### src/line_draw_params.svh
`ifndef LINE_DRAW_PARAMS_SVH
`define LINE_DRAW_PARAMS_SVH

// width of one screen coordinate
`define LD_COORD_W 10

// frame buffer select field inside the burst address
`define LD_FB_SEL_W 6

// burst memory address width
`define LD_ADDR_W 31

// entries in each request queue
`define LD_FIFO_DEPTH 4

`endif

### src/line_draw_pkg.sv
`include "line_draw_params.svh"

package line_draw_pkg;

  typedef enum logic [2:0] {
    op_color      = 3'd0,
    op_point0     = 3'd1,
    op_point1     = 3'd2,
    op_frame_base = 3'd3,
    op_draw       = 3'd4
  } line_op_e;

  typedef struct packed {
    logic [`LD_COORD_W-1:0] x;
    logic [`LD_COORD_W-1:0] y;
  } line_point_t;

  // color view of a command word
  typedef struct packed {
    logic [7:0] pad;
    logic [7:0] red;
    logic [7:0] green;
    logic [7:0] blue;
  } cmd_color_t;

  // point view of a command word
  typedef struct packed {
    logic [11:0] pad;
    line_point_t pt;
  } cmd_point_t;

  typedef union packed {
    cmd_color_t  color;
    cmd_point_t  point;
    logic [31:0] raw;
  } cmd_word_u;

  typedef struct packed {
    logic [`LD_ADDR_W-1:0] addr;
  } mem_cmd_t;

  // mask bit low means the byte is written
  typedef struct packed {
    logic [127:0] data;
    logic [15:0]  mask;
  } wdf_beat_t;

endpackage

### src/line_cmd_decoder.sv
`timescale 1ns/1ps
`include "line_draw_params.svh"

module line_cmd_decoder
  import line_draw_pkg::*;
(
  input  logic                    clk,
  input  logic                    rst,
  input  logic                    cmd_valid,
  input  line_op_e                cmd_op,
  input  cmd_word_u               cmd_data,
  input  logic                    le_ready,
  output logic                    color_valid,
  output logic                    point0_valid,
  output logic                    point1_valid,
  output logic                    trigger,
  output logic [23:0]             color,
  output line_point_t             point,
  output logic [`LD_FB_SEL_W-1:0] fb_sel
);

  logic        take;
  logic [31:0] frame_base;
  logic [31:0] frame_base_div8;

  // engine busy means the command is dropped
  assign take = cmd_valid && le_ready;

  always_ff @(posedge clk) begin
    if (rst) begin
      color_valid  <= 1'b0;
      point0_valid <= 1'b0;
      point1_valid <= 1'b0;
      trigger      <= 1'b0;
      frame_base   <= '0;
    end else begin
      color_valid  <= take && (cmd_op == op_color);
      point0_valid <= take && (cmd_op == op_point0);
      point1_valid <= take && (cmd_op == op_point1);
      trigger      <= take && (cmd_op == op_draw);
      // frame base is taken even while a line is drawn
      if (cmd_valid && (cmd_op == op_frame_base)) begin
        frame_base <= cmd_data.raw;
      end
    end
  end

  always_ff @(posedge clk) begin
    if (take && (cmd_op == op_color)) begin
      color <= {cmd_data.color.red, cmd_data.color.green, cmd_data.color.blue};
    end
    // both end points share one payload register
    if (take && ((cmd_op == op_point0) || (cmd_op == op_point1))) begin
      point <= cmd_data.point.pt;
    end
  end

  assign frame_base_div8 = frame_base >> 3;
  assign fb_sel          = frame_base_div8[24:19];

endmodule

### src/line_engine.sv
`timescale 1ns/1ps
`include "line_draw_params.svh"

module line_engine
  import line_draw_pkg::*;
(
  input  logic                    clk,
  input  logic                    rst,
  input  logic                    color_valid,
  input  logic                    point0_valid,
  input  logic                    point1_valid,
  input  logic                    trigger,
  input  logic [23:0]             color,
  input  line_point_t             point,
  input  logic [`LD_FB_SEL_W-1:0] fb_sel,
  input  logic                    af_full,
  input  logic                    wdf_full,
  output logic                    ready,
  output logic                    af_wr,
  output mem_cmd_t                af_cmd,
  output logic                    wdf_wr,
  output wdf_beat_t               wdf_beat
);

  localparam int CW = `LD_COORD_W;

  typedef enum logic [2:0] {
    idle,
    set_up,
    line_setup,
    write_1,
    write_2
  } state_e;

  state_e state, state_next;

  // end points as given by the host
  logic [CW-1:0] x0, y0, x1, y1;
  logic [23:0]   color_q;
  logic [`LD_FB_SEL_W-1:0] fb_sel_q;

  // walk state in major/minor terms
  logic          steep;
  logic [CW-1:0] maj, maj_end, mnr;
  logic          mnr_dec;
  logic [CW-1:0] d_maj, d_mnr;
  logic signed [CW+1:0] err;

  // line setup terms
  logic          steep_c;
  logic [CW-1:0] adx, ady;
  logic [CW-1:0] a0, b0, a1, b1;
  logic [CW-1:0] maj_lo, maj_hi, mnr_lo, mnr_hi;

  // per pixel terms
  logic signed [CW+1:0] err_sub;
  logic [CW-1:0] row, col;
  logic [1:0]    lane;
  logic [15:0]   mask_1, mask_2;
  logic          push_1, push_2, last_px;

  always_comb begin
    adx     = (x1 >= x0) ? x1 - x0 : x0 - x1;
    ady     = (y1 >= y0) ? y1 - y0 : y0 - y1;
    steep_c = ady > adx;
    a0      = steep_c ? y0 : x0;
    b0      = steep_c ? x0 : y0;
    a1      = steep_c ? y1 : x1;
    b1      = steep_c ? x1 : y1;
    // always walk the major axis upwards
    if (a0 > a1) begin
      maj_lo = a1;
      maj_hi = a0;
      mnr_lo = b1;
      mnr_hi = b0;
    end else begin
      maj_lo = a0;
      maj_hi = a1;
      mnr_lo = b0;
      mnr_hi = b1;
    end
  end

  assign err_sub = err - $signed({2'b00, d_mnr});
  assign last_px = (maj == maj_end);

  assign push_1 = (state == write_1) && !af_full && !wdf_full;
  assign push_2 = (state == write_2) && !wdf_full;

  always_comb begin
    state_next = state;
    case (state)
      idle:       if (color_valid) state_next = set_up;
      set_up:     if (trigger) state_next = line_setup;
      line_setup: state_next = write_1;
      write_1:    if (push_1) state_next = write_2;
      write_2: begin
        if (push_2) begin
          state_next = last_px ? idle : write_1;
        end
      end
      default:    state_next = idle;
    endcase
  end

  always_ff @(posedge clk) begin
    if (rst) begin
      state <= idle;
    end else begin
      state <= state_next;
    end
  end

  always_ff @(posedge clk) begin
    if ((state == idle) || (state == set_up)) begin
      if (color_valid) color_q <= color;
      if (point0_valid) begin
        x0 <= point.x;
        y0 <= point.y;
      end
      if (point1_valid) begin
        x1 <= point.x;
        y1 <= point.y;
      end
    end
    if (state == line_setup) begin
      steep    <= steep_c;
      fb_sel_q <= fb_sel;
      maj      <= maj_lo;
      maj_end  <= maj_hi;
      mnr      <= mnr_lo;
      mnr_dec  <= mnr_lo > mnr_hi;
      d_maj    <= maj_hi - maj_lo;
      d_mnr    <= (mnr_hi >= mnr_lo) ? mnr_hi - mnr_lo : mnr_lo - mnr_hi;
      err      <= $signed({2'b00, (maj_hi - maj_lo) >> 1});
    end
    // step only once beat 2 has left
    if (push_2 && !last_px) begin
      maj <= maj + 1'b1;
      if (err_sub < 0) begin
        mnr <= mnr_dec ? mnr - 1'b1 : mnr + 1'b1;
        err <= err_sub + $signed({2'b00, d_maj});
      end else begin
        err <= err_sub;
      end
    end
  end

  // swap back to screen x and y
  assign row  = steep ? maj : mnr;
  assign col  = steep ? mnr : maj;
  assign lane = ~col[1:0];

  // pixel n of a beat clears nibble 3-n
  always_comb begin
    mask_1 = 16'hffff;
    mask_2 = 16'hffff;
    if (!col[2]) begin
      mask_1[{lane, 2'b00} +: 4] = 4'h0;
    end else begin
      mask_2[{lane, 2'b00} +: 4] = 4'h0;
    end
  end

  assign ready       = (state == idle) || (state == set_up);
  assign af_wr       = push_1;
  assign af_cmd.addr = {6'b0, fb_sel_q, row, col[CW-1:3], 2'b00};
  assign wdf_wr      = push_1 || push_2;
  assign wdf_beat.data = {4{8'h00, color_q}};
  assign wdf_beat.mask = (state == write_2) ? mask_2 : mask_1;

endmodule

### src/mem_req_fifo.sv
`timescale 1ns/1ps
`include "line_draw_params.svh"

module mem_req_fifo #(
  parameter int WIDTH = 31
) (
  input  logic             clk,
  input  logic             rst,
  input  logic             wr,
  input  logic [WIDTH-1:0] din,
  input  logic             rd_en,
  output logic [WIDTH-1:0] dout,
  output logic             valid,
  output logic             full
);

  localparam int DEPTH = `LD_FIFO_DEPTH;
  localparam int AW    = (DEPTH > 1) ? $clog2(DEPTH) : 1;

  logic [WIDTH-1:0] mem [DEPTH];
  logic [AW-1:0]    wr_ptr, rd_ptr;
  logic [AW:0]      count;
  logic             do_wr, do_rd;

  assign do_wr = wr && !full;
  // a read enable with nothing stored is ignored
  assign do_rd = rd_en && valid;

  always_ff @(posedge clk) begin
    if (do_wr) begin
      mem[wr_ptr] <= din;
    end
  end

  always_ff @(posedge clk) begin
    if (rst) begin
      wr_ptr <= '0;
      rd_ptr <= '0;
      count  <= '0;
    end else begin
      if (do_wr) begin
        wr_ptr <= (wr_ptr == AW'(DEPTH - 1)) ? '0 : wr_ptr + 1'b1;
      end
      if (do_rd) begin
        rd_ptr <= (rd_ptr == AW'(DEPTH - 1)) ? '0 : rd_ptr + 1'b1;
      end
      case ({do_wr, do_rd})
        2'b10:   count <= count + 1'b1;
        2'b01:   count <= count - 1'b1;
        default: count <= count;
      endcase
    end
  end

  // head entry is visible without a read
  assign dout  = mem[rd_ptr];
  assign valid = (count != '0);
  assign full  = (count == (AW + 1)'(DEPTH));

endmodule

### src/line_draw_top.sv
`timescale 1ns/1ps
`include "line_draw_params.svh"

module line_draw_top
  import line_draw_pkg::*;
(
  input  logic      clk,
  input  logic      rst,
  input  logic      cmd_valid,
  input  line_op_e  cmd_op,
  input  cmd_word_u cmd_data,
  input  logic      af_rd_en,
  input  logic      wdf_rd_en,
  output logic      ready,
  output mem_cmd_t  af_dout,
  output logic      af_valid,
  output wdf_beat_t wdf_dout,
  output logic      wdf_valid
);

  logic                    color_valid, point0_valid, point1_valid, trigger;
  logic [23:0]             color;
  line_point_t             point;
  logic [`LD_FB_SEL_W-1:0] fb_sel;
  logic                    af_wr, af_full, wdf_wr, wdf_full;
  mem_cmd_t                af_cmd;
  wdf_beat_t               wdf_beat;

  line_cmd_decoder u_decoder (
    .clk          (clk),
    .rst          (rst),
    .cmd_valid    (cmd_valid),
    .cmd_op       (cmd_op),
    .cmd_data     (cmd_data),
    .le_ready     (ready),
    .color_valid  (color_valid),
    .point0_valid (point0_valid),
    .point1_valid (point1_valid),
    .trigger      (trigger),
    .color        (color),
    .point        (point),
    .fb_sel       (fb_sel)
  );

  line_engine u_engine (
    .clk          (clk),
    .rst          (rst),
    .color_valid  (color_valid),
    .point0_valid (point0_valid),
    .point1_valid (point1_valid),
    .trigger      (trigger),
    .color        (color),
    .point        (point),
    .fb_sel       (fb_sel),
    .af_full      (af_full),
    .wdf_full     (wdf_full),
    .ready        (ready),
    .af_wr        (af_wr),
    .af_cmd       (af_cmd),
    .wdf_wr       (wdf_wr),
    .wdf_beat     (wdf_beat)
  );

  // address queue
  mem_req_fifo #(.WIDTH($bits(mem_cmd_t))) u_af (
    .clk   (clk),
    .rst   (rst),
    .wr    (af_wr),
    .din   (af_cmd),
    .rd_en (af_rd_en),
    .dout  (af_dout),
    .valid (af_valid),
    .full  (af_full)
  );

  // write data queue
  mem_req_fifo #(.WIDTH($bits(wdf_beat_t))) u_wdf (
    .clk   (clk),
    .rst   (rst),
    .wr    (wdf_wr),
    .din   (wdf_beat),
    .rd_en (wdf_rd_en),
    .dout  (wdf_dout),
    .valid (wdf_valid),
    .full  (wdf_full)
  );

endmodule

### config.mk
export PLATFORM = sky130hd
export DESIGN_NAME = line_draw_top
export DESIGN_NICKNAME = d
export VERILOG_FILES = /design/src/line_draw_pkg.sv /design/src/line_cmd_decoder.sv /design/src/line_engine.sv /design/src/mem_req_fifo.sv /design/src/line_draw_top.sv
export VERILOG_INCLUDE_DIRS = /design/src
export SDC_FILE = /design/constraint.sdc
export NUM_CORES = 1
export LEC_CHECK = 0
export ABC_AREA = 1
export BUFFER_PORTS_ARGS = -buffer_cell sky130_fd_sc_hd__buf_2
export CORE_ASPECT_RATIO = 1.5
export CORE_MARGIN = 3
export CORE_UTILIZATION = 45
export DETAILED_ROUTE_END_ITERATION = 7
export GPL_TIMING_DRIVEN = 0
export HOLD_SLACK_MARGIN = 0.02
export PLACE_DENSITY = 0.64
export SLEW_MARGIN = 20
export SYNTH_ARGS = -nofsm -noshare
export SYNTH_HDL_FRONTEND = slang
export SYNTH_SLANG_ARGS = --single-unit
### constraint.sdc
create_clock -name clk -period 24.1 [get_ports clk]
set_clock_uncertainty 0.05 [all_clocks]
set_input_delay 2.41 -clock clk [delete_from_list [all_inputs] [get_ports clk]]
set_output_delay 2.41 -clock clk [all_outputs]
set_load 0.02 [all_outputs]
# Word-level counts from Yosys, hierarchy flattened

Memory sizes are Yosys's and may differ from the RTL's. A register that Yosys moved wholly into a read port is not among the register bits.
Cells that the tools add are included.

Shift operators: 2
Reduce and logical (&&, ||, !) cells: 32
Mux-type cells: 45
Order comparisons: 7
Add/subtract/negate cells: 21
Equality and inequality tests: 23
Bitwise logic cells: 3

Operator list:

| kind                    | count |
|---|---|
| $mux 10                 | 19 |
| $sub 10x10->10          | 7 |
| $mux 16                 | 3 |
| $mux 12                 | 3 |
| $ge 10x10->1            | 3 |
| $gt 10x10->1            | 3 |
| $add 10x1->10 const B   | 2 |
| $mux 2                  | 9 |
| $not 16->16             | 1 |
| $or 16x16->16           | 1 |
| $shift 4x6->16 const A  | 1 |
| $shiftx 4x6->16 const A | 1 |
| $logic_and 1x1->1       | 15 |
| $pmux 3 s5              | 1 |
| $add 12x11->12          | 1 |
| $eq 2x2->1 const B      | 6 |
| $eq 3x2->1 const B      | 4 |
| $eq 3x3->1 const B      | 4 |
| $lt 12x1->1 const B     | 1 |
| $mux 3                  | 4 |
| $pmux 3 s2              | 2 |
| $sub 12x11->12          | 1 |
| $eq 10x10->1            | 1 |
| $sub 10x1->10 const B   | 1 |
| other kinds (17)        | 39 |

Memories: 2
Bits in registers: 227
Memory bits (writable): 540

Memories:

| name      | words | bits a word | read ports | clocked after memory_dff | wr ports | RTL line           | RTL |
|---|---|---|---|---|---|---|---|
| u_wdf.mem | 4     | 112         | 1          | 1                        | 1        | mem_req_fifo.sv:20 | `logic [WIDTH-1:0] mem [DEPTH];` |
| u_af.mem  | 4     | 23          | 1          | 1                        | 1        | mem_req_fifo.sv:20 |  |

# Depth between registers and ports, before layout

Depth after elaboration: 9
Gate-level depth with buffers: 59
Mapped depth without buffers: 50

# Modules after synthesis

A second synthesis with hierarchy kept.

Cells, all modules: 3353
Area total of the unflattened synthesis: 40358.7 um^2

Modules (own cells, without submodules):

| module                | sequential area each (um^2) | times used | area an instance (um^2) | cells each |
|---|---|---|---|---|
| mem_req_fifo at u_wdf | 17476.8                     | 1          | 21844.7                 | 1463 |
| line_engine           | 3983.8                      | 1          | 11589.9                 | 1413 |
| mem_req_fifo at u_af  | 3903.7                      | 1          | 5143.7                  | 371 |
| line_cmd_decoder      | 1521.5                      | 1          | 1780.5                  | 106 |

# Least setup slack after synthesis

OpenSTA, ideal clock, no wires.

Path type: register to register
Start: reg u_engine.y0[0]
End: reg u_engine.d_mnr[7], data pin
Setup slack: 15.771 ns
Setup time: 0.268 ns
Arrival time: 8.011 ns
Cell stages (with the launch flop): 58
Clock period less this slack: 8.329 ns
Cell sequence: edfxtp_1 > ha_1 > inv_1 > fa_1 > inv_1 > o21ai_0 > nand2_1 > nand2_1 > nand2_1 > a31oi_1 > nor2_1 > o21bai_1 > clkbuf_1 > nand2_1 > o221ai_1 > xor2_1 > inv_1 > ha_1 > (+22 left out) > buf_2 > nand2_1 > o21ai_0 > inv_1 > ha_1 > inv_1 > fa_1 > a21oi_1 > o21bai_1 > a21boi_0 > o21ai_0 > clkbuf_1 > inv_1 > nor2_1 > a211o_1 > and3_1 > a211oi_1 > xor2_1

Longest elaborated chain between the ends: 8

Ends and longest elaborated chain:

| item                                           | RTL line                             | RTL |
|---|---|---|
| from (decl)                                    | line_engine.sv:38                    | `logic [CW-1:0] x0, y0, x1, y1;` |
| from (signal assigned)                         | line_engine.sv:119                   | `y0 <= point.y;` |
| $sub 10x10->10 or $ge 10x10->1 (tied branches) | line_engine.sv:64                    | `ady = (y1 >= y0) ? y1 - y0 : y0 - y1;` |
| $mux 10                                        | line_engine.sv:64                    |  |
| $gt 10x10->1                                   | line_engine.sv:65                    | `steep_c = ady > adx;` |
| $mux 10, on equally long branches              | line_engine.sv:66, line_engine.sv:68 |  |
| $gt 10x10->1                                   | line_engine.sv:71                    | `if (a0 > a1) begin` |
| $mux 10                                        | line_engine.sv:71                    |  |
| $sub 10x10->10 or $ge 10x10->1 (tied branches) | line_engine.sv:134                   | `d_mnr <= (mnr_hi >= mnr_lo) ? mnr_hi - mnr_lo : mnr_lo - mnr_hi;` |
| $mux 10 (*)                                    | line_engine.sv:134                   |  |
| to (signal assigned)                           | line_engine.sv:134                   |  |
| to (decl)                                      | line_engine.sv:46                    | `logic [CW-1:0] d_maj, d_mnr;` |

Every way passes the cells marked *; elsewhere a longest branch is shown, timed or not.
A chain may end at the register's enable or synchronous reset.

# Worst setup path after layout

Start: reg u_engine.x1[3]
End: reg u_engine.d_mnr[9], data pin

Longest elaborated chain between the ends: 8

Ends and longest elaborated chain:

| item                                           | RTL line                             | RTL |
|---|---|---|
| from (decl)                                    | line_engine.sv:38                    |  |
| from (signal assigned)                         | line_engine.sv:122                   | `x1 <= point.x;` |
| $sub 10x10->10 or $ge 10x10->1 (tied branches) | line_engine.sv:63                    | `adx = (x1 >= x0) ? x1 - x0 : x0 - x1;` |
| $mux 10                                        | line_engine.sv:63                    |  |
| $gt 10x10->1                                   | line_engine.sv:65                    |  |
| $mux 10, on equally long branches              | line_engine.sv:66, line_engine.sv:68 |  |
| $gt 10x10->1                                   | line_engine.sv:71                    |  |
| $mux 10                                        | line_engine.sv:71                    |  |
| $sub 10x10->10 or $ge 10x10->1 (tied branches) | line_engine.sv:134                   |  |
| $mux 10 (*)                                    | line_engine.sv:134                   |  |

Marks and branches as above.

==> results.sh <==
export IMPL_status="finished, final reports clean"
export IMPL_num_rows=97
export IMPL_synth_top_area_share_pct=51.66
export IMPL_grt_busiest_layer="met2"
export IMPL_drc=0
export IMPL_async_flop_share_pct=0
export IMPL_synth_edff_count=372
export IMPL_worstPathArrival_ps=10950
export IMPL_path_buf_inv=15
export IMPL_setup_tns_ps=0
export IMPL_max_stage_delay_ps=480
export IMPL_p_per_area_nw_per_um2=79.87
export IMPL_synthTopCellsByArea="edfxtp_1 (52%), ha_1 (6.8%), o21ai_0 (5.3%)"
export IMPL_viasPerCell=5.189
export IMPL_yosys_register_bits=413
export IMPL_post_cts_setup_buffer_count=0
export IMPL_ys_warn_count=0
export IMPL_path_clk_slew_ps=60
export IMPL_cts_tree="done"
export IMPL_cts_resized_gates=0
export IMPL_clk_path_buf_depth=3
export IMPL_cts_buffers=40
export IMPL_power_ir_vdd_worst_uv=55.93
export IMPL_gr_usage_met1_pct=23.49
export IMPL_drtIter0Drc=837
export IMPL_final_cell_area_um2=25010
export IMPL_portBuffers=172
export IMPL_wl_um=55360
export IMPL_synth_seq_area_share_pct=55.45
export IMPL_p_leak_nw=10.41
export IMPL_globalplace_congestion=0.9754
export IMPL_hold_ws_ps=371.6
export IMPL_dieArea_um2=50770
export IMPL_synth_cells=2115
export IMPL_antenna_found_initial=4
export IMPL_r2r_slack_ps=13370
export IMPL_nNetsFinal=2554
export IMPL_crit_slowest_cell="o21bai_1"
export IMPL_syn_area_per_cell_um2=10.22
export IMPL_dpl_cell_area_um2=23740
export IMPL_ios=218
export IMPL_grt_met3_usage_pct=2.681
export IMPL_first_global_vias=15822
export IMPL_insertion_delay_ps=560
export IMPL_drive_above_1_share_pct=17.93
export IMPL_crit_fanout=10
export IMPL_synthDistinctLibCells=59
export IMPL_maxCapViolations=0
export IMPL_vias=15625
export IMPL_post_drt_wl_per_cell_um=18.39
export IMPL_die_height_um=274.5
export IMPL_cts_sinks=413
export IMPL_die_x_um=185.0
export IMPL_fillers=4169
export IMPL_hold_path_class="flip-flop to flip-flop"
export IMPL_setup_viol_count_final=0
export IMPL_cp_end_kind="flip-flop"
export IMPL_ant_nets=0
export IMPL_period_minus_slack_ps=10730
export IMPL_syn_to_final_growth_pct=15.64
export IMPL_cts_hold_fix_buffers=0
export IMPL_slew_viol_final=0
export IMPL_grt_util_all_layers_pct=21.63
export IMPL_htreeDepth=2
export IMPL_post_route_period_util_pct=44.53
export IMPL_dr_pass1_iters=5
export IMPL_relSlewSlack_pct=39.98
export IMPL_grt_max_degree=24
export IMPL_start_util_pct=45.92
export IMPL_hpwl_um=43130
export IMPL_use_met2_pct=41.15
export IMPL_finalHoldViolCount=0
export IMPL_yosysTopAreaCell="edfxtp_1"
export IMPL_overflow=0
export IMPL_worst_pin_slew_ps=898.1
export IMPL_rsz0062_at_grt="no"
export IMPL_critPathTopFamily="buffers and inverters"
export IMPL_ys_flop_type="edfxtp_1"
export IMPL_clockRootBuffer="clkbuf_16"
export IMPL_start_kind="flip-flop"
export IMPL_crit_required_ps=24320
export IMPL_netlist_area_um2=21620
export IMPL_crit_type="flip-flop to flip-flop"
export IMPL_maxClockFrequency_mhz=93.18
export IMPL_grt_pass1_wl_um=85250
export IMPL_core_area_um2=47090
[metrics by stage]
step	cells	worst slack, ps	utilization (%)	total power, mW
2_1_floorplan	2154	15770	-	1.241
3_3_place_gp	2920	13450	49.64	1.395
3_5_place_dp	2937	13430	50.41	1.406
4_1_cts	3009	13390	53.09	2.010
5_1_grt	3010	12310	53.10	2.097
6_report	3011	13370	53.10	1.997
[routing by layer]
layer,part of all wire (%),up-vias
met2,54,399
met3,3.9,129
li1,-,7622
met4,5.0,4
met5,0.038,-
met1,37,7471
[sequential cells by signal (all words and copies together), names as in the netlist, 12 cells and up, named ones only]
| name | count |
|---|---|
| u_decoder.color | 24 |
| u_engine.color_q | 24 |
| u_wdf.mem | 112 |
| u_engine.err | 12 |
| u_af.mem | 92 |
| u_decoder.point | 20 |
[cell families (layout without fill, tap and decap cells)]
| family | Yosys count | count (layout) | share of synthesized area, % |
|---|---|---|---|
| fa+ha+maj | 129 | 129 | 7.846 |
| flops | 413 | 413 | 55.45 |
| buf+inv | 430 | 691 | 9.854 |
| xor+xnor | 66 | 66 | 2.777 |
| compound gates | 476 | 476 | 12.13 |
| simple gates | 590 | 590 | 11.46 |
| other cells | 1 | 42 | 0.01734 |
| mux | 10 | 10 | 0.4687 |
[cell type report]
class                      instances  area (µm²)  share of cell area (%)
antenna                            2       5.005                 0.02001
buffer                           188        1222                   4.888
clock buffer                      50        1049                   4.193
clock inverter                    22       214.0                  0.8556
inverter                         242       908.4                   3.633
multi-input combinational       1311        7734                   30.93
sequential                       413       11990                   47.95
tap                              594       743.2                   2.972
timing repair buffer             189        1140                   4.558
[worst paths after layout]
check	end	cells past startpoint	from
min	u_engine.color_q[0]$_DFFE_PP_	0	u_decoder.color[0]$_DFFE_PP_
max	u_engine.d_mnr[9]$_DFFE_PP_	53	u_engine.x1[3]$_DFFE_PP_
min reg2reg	u_engine.color_q[0]$_DFFE_PP_	0	u_decoder.color[0]$_DFFE_PP_
max reg2reg	u_engine.d_mnr[9]$_DFFE_PP_	53	u_engine.x1[3]$_DFFE_PP_
[report_power, final]
group / switching, mW / internal (mW) / total (mW)
clock network: 0.270 / 0.336 / 0.606
logic: 0.356 / 0.199 / 0.556
registers: 0.0195 / 0.816 / 0.836
[synthesized netlist by cell type (all sizes together), types with 4 or more instances]
master / number
a21o: 5
and2: 5
nor2: 189
xnor2: 25
o21ai: 252
o21bai: 11
mux2i: 9
nand3b: 4
ha: 118
fa: 11
xor2: 41
o22ai: 51
edfxtp: 372
nand4: 7
inv: 240
nor3: 13
dfxtp: 41
o211ai: 6
a221oi: 5
o31ai: 5
a21oi: 116
clkbuf: 53
buf: 135
o21a: 6
nand2: 319
a211oi: 9
nand3: 47
[layout by cell type, fill, tap and decap left out, types with 6 or more instances in the layout]
cell type,Yosys,routed
clkbuf_16,0,40
fa_1,11,11
ha_1,118,118
buf_2,2,174
o211ai_1,6,6
a21oi_1,112,112
clkinv_1,2,6
clkinv_2,0,9
o21bai_1,11,11
nand3_1,41,41
o22ai_1,51,51
nor2_4,2,11
a211oi_1,9,9
nor3_1,13,11
nand2_1,305,304
edfxtp_1,372,372
nor2_1,186,175
o21ai_0,231,231
nand2_2,11,12
inv_1,238,238
buf_16,0,6
buf_6,6,9
xor2_1,38,38
o21ai_1,19,19
clkbuf_1,53,62
xnor2_1,25,25
buf_4,125,131
dfxtp_1,41,41
mux2i_1,9,9
conb_1,1,40
o21a_1,6,6
No activity file was read; power rests on OpenSTA's default activity.
